==> src/logic/exStage_macros.svh <==
// Shared widths, register IDs and trap codes for the execute stage, included by package and RTL
`ifndef EX_STAGE_MACROS_SVH
`define EX_STAGE_MACROS_SVH

// Datapath widths
`define EX_DATA_W 64
`define EX_ADDR_W 48

// Null destination IDs
`define EX_GPR_NONE 6'h3F // No general-register write
`define EX_CR_NONE 5'h1F // No control-register write

// Control register that holds the program counter
`define EX_CR_PC 5'h00

// Trap codes
`define EX_TRAP_RTE 16'hFF00 // Return from exception
`define EX_TRAP_TRAPA_BASE 12'hC08 // Upper bits of a TRAPA code
`define EX_TRAP_SYSE_TAG 4'hE // Upper nibble of a SYSE code

`endif

==> src/logic/exStagePkg.sv <==
// Types shared across the execute stage; modules pull them in by a wildcard import
`include "exStage_macros.svh"

package exStagePkg;

	// Condition code carried by every micro-op
	typedef enum logic [1:0] {
		COND_AL = 2'd0, // Always
		COND_NV = 2'd1, // Never
		COND_CT = 2'd2, // If T set
		COND_CF = 2'd3 // If T clear
	} exCond_t;

	typedef enum logic [5:0] {
		UCMD_NOP = 6'h00,
		UCMD_INVOP = 6'h01,
		UCMD_LEA_MR = 6'h02,
		UCMD_MOV_RM = 6'h03, // Store
		UCMD_MOV_MR = 6'h04, // Load
		UCMD_MOV_IR = 6'h05,
		UCMD_MOV_RC = 6'h06,
		UCMD_BRA = 6'h07,
		UCMD_BSR = 6'h08,
		UCMD_JMP = 6'h09,
		UCMD_JSR = 6'h0A,
		UCMD_OP_FLAG = 6'h0B,
		UCMD_OP_SYS = 6'h0C
	} exUCmd_t;

	// Sub-operation in ixt[5:0] for the FLAG and SYS commands
	typedef enum logic [5:0] {
		SUB_CLRT = 6'h00,
		SUB_SETT = 6'h01,
		SUB_NOTT = 6'h02,
		SUB_CLRS = 6'h03,
		SUB_SETS = 6'h04,
		SUB_NOTS = 6'h05,
		SUB_MOVT = 6'h06,
		SUB_MOVNT = 6'h07,
		SUB_NOP = 6'h10, // SYS group starts here
		SUB_BREAK = 6'h11,
		SUB_TRAPA = 6'h12,
		SUB_RTE = 6'h13,
		SUB_SYSE = 6'h14
	} exSub_t;

	typedef enum logic [1:0] {
		MEM_NONE = 2'd0,
		MEM_LOAD = 2'd1,
		MEM_STORE = 2'd2
	} exMemKind_t;

	typedef struct packed {
		exCond_t cond;
		exUCmd_t cmd;
		logic [7:0] ixt; // [5:4] size/scale, [3:0] MOV_IR form
		logic [5:0] idRm;
		logic [`EX_DATA_W-1:0] valRs;
		logic [`EX_DATA_W-1:0] valRt;
		logic [`EX_DATA_W-1:0] valRm;
		logic [`EX_ADDR_W-1:0] pc;
	} exOp_t;

	typedef struct packed {
		logic [`EX_DATA_W-1:0] sr; // Bit 0 is T, bit 1 is S
		logic [`EX_ADDR_W-1:0] lr;
		logic [`EX_DATA_W-1:0] dlr;
	} exCtrl_t;

	// Control-register writebacks keep id[5] at zero
	typedef struct packed {
		logic [5:0] id;
		logic [`EX_DATA_W-1:0] val;
	} exRegWb_t;

	typedef struct packed {
		exMemKind_t kind;
		logic [1:0] size;
		logic [`EX_ADDR_W-1:0] addr;
		logic [`EX_DATA_W-1:0] data;
	} exMemReq_t;

	typedef struct packed {
		exRegWb_t gpr;
		exRegWb_t cr;
		logic [5:0] heldId; // Load destination still pending
		logic [`EX_DATA_W-1:0] srOut;
		logic [`EX_ADDR_W-1:0] lrOut;
		logic [15:0] trapCode;
		exMemReq_t memReq;
		logic fault;
	} exResult_t;

endpackage

==> src/logic/exOpGate.sv <==
// Input register of the execute stage that applies predication and flush to a strobed op
module exOpGate import exStagePkg::*; (
	input logic clock,
	input logic rstN,
	input logic opValid,
	input logic opFlush,
	input exOp_t op,
	input exCtrl_t ctrl,
	output logic gatedValid,
	output exOp_t gated,
	output exCtrl_t gatedCtrl
);

	logic condHit;
	logic opEnable;
	exOp_t opNext;

	// Predication uses T as seen at capture
	always_comb begin
		case (op.cond)
			COND_AL: condHit = 1'b1;
			COND_NV: condHit = 1'b0;
			COND_CT: condHit = ctrl.sr[0];
			COND_CF: condHit = !ctrl.sr[0];
			default: condHit = 1'b0;
		endcase
		opEnable = condHit && !opFlush; // Flush always wins

		opNext = op;
		opNext.cond = COND_AL; // Already resolved
		if (!opEnable) begin
			opNext.cmd = UCMD_NOP; // Still produces a result strobe
		end
	end

	always_ff @(posedge clock) begin
		if (!rstN) begin
			gatedValid <= 1'b0;
		end else begin
			gatedValid <= opValid;
		end
	end

	always_ff @(posedge clock) begin
		if (opValid) begin
			gated <= opNext;
			gatedCtrl <= ctrl;
		end
	end

endmodule

==> src/logic/exAddrGen.sv <==
// Scaled-index adder used for load/store addresses, LEA and PC-relative branch targets
`include "exStage_macros.svh"

module exAddrGen (
	input logic [`EX_ADDR_W-1:0] base,
	input logic [`EX_ADDR_W-1:0] index,
	input logic [1:0] scale, // Element size as log2 bytes
	output logic [`EX_ADDR_W-1:0] agAddr
);

	logic [`EX_ADDR_W-1:0] scaledIndex;

	always_comb begin
		case (scale)
			2'd0: scaledIndex = index;
			2'd1: scaledIndex = {index[`EX_ADDR_W-2:0], 1'b0};
			2'd2: scaledIndex = {index[`EX_ADDR_W-3:0], 2'b00};
			default: scaledIndex = {index[`EX_ADDR_W-4:0], 3'b000};
		endcase
	end

	// Address wraps at the top bit
	assign agAddr = base + scaledIndex;

endmodule

==> src/logic/exOpExec.sv <==
// Combinational decode of the execute stage into writebacks, status, traps and memory request
`include "exStage_macros.svh"

module exOpExec import exStagePkg::*; (
	input logic gatedValid,
	input exOp_t gated,
	input exCtrl_t gatedCtrl,
	input logic [`EX_ADDR_W-1:0] agAddr,
	output logic nextValid,
	output exResult_t nextRes
);

	exSub_t sub;
	logic tBit;
	logic doBra;
	logic [`EX_ADDR_W-1:0] braTarget;

	assign nextValid = gatedValid;
	assign sub = exSub_t'(gated.ixt[5:0]);
	assign tBit = gatedCtrl.sr[0];

	always_comb begin
		nextRes.gpr.id = `EX_GPR_NONE;
		nextRes.gpr.val = gated.valRt;
		nextRes.cr.id = {1'b0, `EX_CR_NONE};
		nextRes.cr.val = gated.valRs;
		nextRes.heldId = `EX_GPR_NONE;
		nextRes.srOut = gatedCtrl.sr;
		nextRes.lrOut = gatedCtrl.lr;
		nextRes.trapCode = 16'h0000;
		nextRes.memReq.kind = MEM_NONE;
		nextRes.memReq.size = gated.ixt[5:4];
		nextRes.memReq.addr = agAddr;
		nextRes.memReq.data = gated.valRm; // Store data
		nextRes.fault = 1'b0;
		doBra = 1'b0;
		braTarget = agAddr; // PC-relative by default

		case (gated.cmd)
			UCMD_NOP: begin
			end
			UCMD_INVOP: nextRes.fault = 1'b1;
			UCMD_LEA_MR: begin
				nextRes.gpr.id = gated.idRm;
				nextRes.gpr.val = {{(`EX_DATA_W-`EX_ADDR_W){1'b0}}, agAddr};
			end
			UCMD_MOV_RM: nextRes.memReq.kind = MEM_STORE;
			UCMD_MOV_MR: begin
				nextRes.memReq.kind = MEM_LOAD;
				nextRes.heldId = gated.idRm; // Filled in by the load later
			end
			UCMD_MOV_IR: begin
				nextRes.gpr.id = gated.idRm;
				case (gated.ixt[3:0])
					4'h1: nextRes.gpr.val = {gated.valRs[55:0], gated.valRt[7:0]};
					4'h2: nextRes.gpr.val = {gated.valRs[47:0], gated.valRt[15:0]};
					4'h3: nextRes.gpr.val = {gated.valRs[31:0], gated.valRt[31:0]};
					default: nextRes.gpr.val = gated.valRt; // Plain load of constant
				endcase
			end
			UCMD_MOV_RC: nextRes.cr.id = {1'b0, gated.idRm[4:0]};
			UCMD_BRA: doBra = 1'b1;
			UCMD_BSR: begin
				doBra = 1'b1;
				nextRes.lrOut = gated.pc;
			end
			UCMD_JMP: begin
				doBra = 1'b1;
				braTarget = gated.valRs[`EX_ADDR_W-1:0];
			end
			UCMD_JSR: begin
				doBra = 1'b1;
				braTarget = gated.valRs[`EX_ADDR_W-1:0];
				nextRes.lrOut = gated.pc;
			end
			UCMD_OP_FLAG: begin
				case (sub)
					SUB_CLRT: nextRes.srOut[0] = 1'b0;
					SUB_SETT: nextRes.srOut[0] = 1'b1;
					SUB_NOTT: nextRes.srOut[0] = !tBit;
					SUB_CLRS: nextRes.srOut[1] = 1'b0;
					SUB_SETS: nextRes.srOut[1] = 1'b1;
					SUB_NOTS: nextRes.srOut[1] = !gatedCtrl.sr[1];
					SUB_MOVT: begin
						nextRes.gpr.id = gated.idRm;
						nextRes.gpr.val = {{(`EX_DATA_W-1){1'b0}}, tBit};
					end
					SUB_MOVNT: begin
						nextRes.gpr.id = gated.idRm;
						nextRes.gpr.val = {{(`EX_DATA_W-1){1'b0}}, !tBit};
					end
					default: nextRes.fault = 1'b1; // Unhandled flag op
				endcase
			end
			UCMD_OP_SYS: begin
				case (sub)
					SUB_NOP: begin
					end
					SUB_BREAK: nextRes.fault = 1'b1;
					SUB_TRAPA: nextRes.trapCode = {`EX_TRAP_TRAPA_BASE, gated.idRm[3:0]};
					SUB_RTE: nextRes.trapCode = `EX_TRAP_RTE;
					SUB_SYSE: nextRes.trapCode = {`EX_TRAP_SYSE_TAG, gatedCtrl.dlr[11:0]};
					default: nextRes.fault = 1'b1;
				endcase
			end
			default: nextRes.fault = 1'b1; // Unknown command
		endcase

		// Branches go out as a PC write
		if (doBra) begin
			nextRes.cr.id = {1'b0, `EX_CR_PC};
			nextRes.cr.val = {{(`EX_DATA_W-`EX_ADDR_W){1'b0}}, braTarget};
		end
	end

endmodule

==> src/logic/exResultStage.sv <==
// Output register of the execute stage that holds the sticky fault and reports stall
`include "exStage_macros.svh"

module exResultStage import exStagePkg::*; (
	input logic clock,
	input logic rstN,
	input logic nextValid,
	input exResult_t nextRes,
	input logic memBusy,
	output logic resValid,
	output exResult_t res,
	output logic stall,
	output logic haltFault
);

	exResult_t resData; // Values and addresses
	logic [5:0] gprId;
	logic [5:0] crId;
	logic [5:0] heldId;
	exMemKind_t memKind;
	logic fault;

	always_ff @(posedge clock) begin
		if (!rstN) begin
			resValid <= 1'b0;
			gprId <= `EX_GPR_NONE;
			crId <= {1'b0, `EX_CR_NONE};
			heldId <= `EX_GPR_NONE;
			memKind <= MEM_NONE;
			fault <= 1'b0;
			haltFault <= 1'b0;
		end else begin
			resValid <= nextValid;
			if (nextValid) begin
				gprId <= nextRes.gpr.id;
				crId <= nextRes.cr.id;
				heldId <= nextRes.heldId;
				memKind <= nextRes.memReq.kind;
				fault <= nextRes.fault;
			end
			if (nextValid && nextRes.fault) begin
				haltFault <= 1'b1; // Sticky until reset
			end
		end
	end

	always_ff @(posedge clock) begin
		if (nextValid) begin
			resData <= nextRes;
		end
	end

	always_comb begin
		res = resData;
		res.gpr.id = gprId;
		res.cr.id = crId;
		res.heldId = heldId;
		res.memReq.kind = memKind;
		res.fault = fault;
	end

	// Reported upward only as the stage keeps going
	assign stall = resValid && (memKind != MEM_NONE) && memBusy;

endmodule

==> src/logic/exStageTop.sv <==
// Top level of the execute stage, wiring input gate, address generator, decoder and result register
`include "exStage_macros.svh"

module exStageTop import exStagePkg::*; (
	input logic clock,
	input logic rstN,
	input logic opValid,
	input exOp_t op,
	input exCtrl_t ctrl,
	input logic opFlush,
	input logic memBusy,
	output logic resValid,
	output exResult_t res,
	output logic stall,
	output logic haltFault
);

	logic gatedValid;
	exOp_t gated;
	exCtrl_t gatedCtrl;
	logic [`EX_ADDR_W-1:0] agAddr;
	logic nextValid;
	exResult_t nextRes;

	exOpGate exOpGate_inst (
		.clock(clock),
		.rstN(rstN),
		.opValid(opValid),
		.opFlush(opFlush),
		.op(op),
		.ctrl(ctrl),
		.gatedValid(gatedValid),
		.gated(gated),
		.gatedCtrl(gatedCtrl)
	);

	// Base is Rs (PC for relative branches), index is Rt
	exAddrGen exAddrGen_inst (
		.base(gated.valRs[`EX_ADDR_W-1:0]),
		.index(gated.valRt[`EX_ADDR_W-1:0]),
		.scale(gated.ixt[5:4]),
		.agAddr(agAddr)
	);

	exOpExec exOpExec_inst (
		.gatedValid(gatedValid),
		.gated(gated),
		.gatedCtrl(gatedCtrl),
		.agAddr(agAddr),
		.nextValid(nextValid),
		.nextRes(nextRes)
	);

	exResultStage exResultStage_inst (
		.clock(clock),
		.rstN(rstN),
		.nextValid(nextValid),
		.nextRes(nextRes),
		.memBusy(memBusy),
		.resValid(resValid),
		.res(res),
		.stall(stall),
		.haltFault(haltFault)
	);

endmodule

==> config.mk <==
export PLATFORM = sky130hd
export DESIGN_NAME = exStageTop
export DESIGN_NICKNAME = d
export VERILOG_FILES = /design/src/logic/exStagePkg.sv /design/src/logic/exOpGate.sv /design/src/logic/exAddrGen.sv /design/src/logic/exOpExec.sv /design/src/logic/exResultStage.sv /design/src/logic/exStageTop.sv
export VERILOG_INCLUDE_DIRS = /design/src /design/src/logic
export SDC_FILE = /design/constraint.sdc
export NUM_CORES = 1
export LEC_CHECK = 0
export BUFFER_PORTS_ARGS = -buffer_cell sky130_fd_sc_hd__buf_2
export CORE_AREA = 2 2 322 324
export CTS_CLUSTER_SIZE = 30
export DETAILED_ROUTE_END_ITERATION = 8
export DIE_AREA = 0 0 324 326
export GPL_ROUTABILITY_DRIVEN = 0
export SETUP_SLACK_MARGIN = 0.4
export SYNTH_ARGS = -nofsm -noshare
export SYNTH_HDL_FRONTEND = slang
export SYNTH_HIERARCHICAL = 1
export SYNTH_SLANG_ARGS = --single-unit
==> constraint.sdc <==
create_clock -name clock -period 9.45 [get_ports clock]
set_input_delay 0.4725 -clock clock [delete_from_list [all_inputs] [get_ports clock]]
set_output_delay 0.4725 -clock clock [all_outputs]
set_load 0.02 [all_outputs]
==> run summary <==
Longest Clk Path Bufs: 3
Largest net degree at the start of global routing: 151
Sequential share of power: 47.7%
Routed wire length: 106000 µm
Fmax: 0.200 GHz
Worst Path Buf+Inv: 1
Area grow syn2layout: 32.8%
Resized cells post-CTS: 0
Post-Syn Area: 32500 µm²
Period utilisation layout: 53.0%
Status: completed
Register area: 23100 µm²
Gr usage total: 19.4%
Placement Setup Slack: 4.50 ns
CTS H-tree depth: 3
Post-route setup TNS: 0 ns
Drt wl/cell: 23.9 µm
Std-Cell Rows: 118
Leak pwr: 16.4 nW
# port buffers: 782
CP Max Fanout: 52
Clock group share of total power: 36.0%
Die Width: 324 µm
ANT nets after route: 0
Vias: 21200
Switching portion of total power: 27.7%
DRT Pass-1 Iters: 5
Gate power share: 16.4%
Internal power: 6.52 mW
FF-to-FF setup slack: 4.44 ns
Hold_ws: 0.0814 ns
Gate Count Post-Synth: 1955
Total Nets Final: 3461
First-pass GRT wire length: 148000 µm
Worst-margin pin slew: 1.09 ns
DRC violations left: 0
Grt total ovfl: 0
Die ar.: 106000 µm²
Avg Inst Size Synth: 16.6 µm²
Final Max Tran Viols: 0
Die height: 326 µm
Clock Latency Late Sink: 0.67 ns
Filler cell count: 9195
Max-cap violations: 0
CP delay by family, top: compound AO/OA/AOI/OAI gates
Synthesis Warnings: 6
Slew Limit Headroom: 27.4%
Syn_nets: 2449
Final hold vios: 0
Tmin final: 5.01 ns
Design area: 43200 µm²
RSZ-0062 raised after global routing: no
Ports: 837
Root Driver: clkbuf_16
Vias in the first global route: 21800
Clock skew: 0.0426 ns
Area of the core: 103000 µm²
Sw power: 2.49 mW
Number of clock sinks: 776
Critical Path RT: 9.87 ns
Cell area after placement: 36700 µm²
Pwr Density: 209 nW/µm²
Worst r2r src: exOpGate_inst/gated[251]
Hold Startpoint: op[51]
PnR worst setup slack: 4.44 ns
Share of cells above drive strength 1: 37.1%
Hold path depth: 1
Startpoint types: flip-flop
CTS tree: yes
First DRT Iteration DRCs: 1500
Via density per instance: 4.79
VDD IR-drop max: 0.183 mV
Max stage delay on crit path: 0.62 ns
CP cell instances: buf_4 -> mux4_2 -> ha_1 -> a21oi_1 -> o21ai_0 -> a31oi_1 -> nand4b_1 -> a221oi_2 -> o311ai_1 -> nand2_1 -> o31ai_1 -> xnor2_1 -> a221o_1
Critical Path End Type: flip-flop
Area of the multi-input gates: 7650 µm²
CP Data Arrival Time: 5.43 ns
Worst r2r dst: exResultStage_inst/res[365]
Num CTS Buffers: 85
Final setup viols: 0
Hold Path Sink: exOpGate_inst/gated[51]
Clock transition at path regs: 0.07 ns
Worst min-delay path class: in -> reg
Buffers inserted during post-CTS setup optimization: 0
Reg2Reg Depth: 13
Starting Density: 31.7%
Slowest stage cell, crit path: o311ai_1
DPL Wire Length: 73200 µm
Initial antenna violation count: 27
CP Class: reg -> reg
==> worst reg2reg max path, stage by stage (launching register included) <==
cell	delay, ns
edfxtp_1	0.47
buf_4	0.59
mux4_2	0.56
ha_1	0.41
a21oi_1	0.10
o21ai_0	0.42
a31oi_1	0.15
nand4b_1	0.20
a221oi_2	0.16
o311ai_1	0.63
nand2_1	0.24
o31ai_1	0.34
xnor2_1	0.18
a221o_1	0.35
==> per-layer routing <==
metal | global-route usage (%) | part of all wire, % | wire length [µm] | vias to the layer above
li1 | - | - | - | 9481
met1 | 22.8 | 38 | 40300 | 10600
met2 | 34.0 | 51 | 53600 | 968
met3 | 5.12 | 7.6 | 8100 | 200
met4 | 6.84 | 3.5 | 3680 | 32
met5 | 0 | 0.21 | 219 | -
==> power by group through the flow <==
stage | clock [mW] | combinational, mW | sequential (mW)
2_1_floorplan | 0 | 0.812 | 4.48
3_3_place_gp | 0 | 1.33 | 4.36
3_5_place_dp | 0 | 1.34 | 4.37
4_1_cts | 3.33 | 1.48 | 4.30
5_1_grt | 3.45 | 1.58 | 4.32
6_report | 3.24 | 1.47 | 4.30
==> worst max-delay path by stage <==
stage	startpoint	to	slack, ns	depth (start not counted)
after floorplan	exOpGate_inst/gated[250]	exResultStage_inst/res[367]	4.77	16
after global placement	exOpGate_inst/gated[251]	exResultStage_inst/res[367]	4.50	13
after detailed placement	exOpGate_inst/gated[251]	exResultStage_inst/res[367]	4.50	13
after CTS	exOpGate_inst/gated[251]	exResultStage_inst/res[367]	4.49	13
after global routing	exOpGate_inst/gated[251]	exResultStage_inst/res[367]	4.15	13
final	exOpGate_inst/gated[251]	exResultStage_inst/res[365]	4.44	13
==> flip-flops by register name (all words and copies together) (netlist names) <==
name / count
exOpGate_inst/gatedCtrl: 124
exResultStage_inst/crId: 6
exResultStage_inst/gprId: 6
exResultStage_inst/memKind: 2
exResultStage_inst/heldId: 6
exResultStage_inst/resValid: 1
exResultStage_inst/haltFault: 1
exResultStage_inst/res: 370
exOpGate_inst/gated: 258
exOpGate_inst/gatedValid: 1
exResultStage_inst/fault: 1
==> per-stage QoR <==
stage               total power [mW]  utilization, %  cells
floorplan                       5.30               -   1955
global placement                5.69            35.8   3887
detailed placement              5.71            35.8   3887
CTS                             9.10            42.0   4417
global route                    9.35            42.1   4427
finish                          9.01            42.1   4429
==> cell type report <==
| class | count | area share (%) |
|---|---|---|
| tap | 1380 | 4.00 |
| sequential | 776 | 53.4 |
| antenna | 12 | 0.0696 |
| inverter | 18 | 0.157 |
| clock inverter | 51 | 1.14 |
| clock buffer | 106 | 5.13 |
| multi-input combinational | 901 | 17.7 |
| timing repair buffer | 1185 | 18.3 |
==> cell usage in the layout (no fill, tap or decap), types with 35 or more instances in the layout <==
cell	instances
nor2_1	54
clkbuf_16	85
buf_2	781
dlygate4sd3_1	373
edfxtp_1	752
nand2_1	84
a21oi_1	75
a21o_1	37
ha_1	50
mux4_2	44
a22oi_1	35
mux2_2	106
==> what timing repair did <==
action,in CTS,in global routing
hold buffers,373,0
endpoints found under the setup margin,0,0
endpoints found under the hold margin,373,0
(Power assumes the default switching activity.)
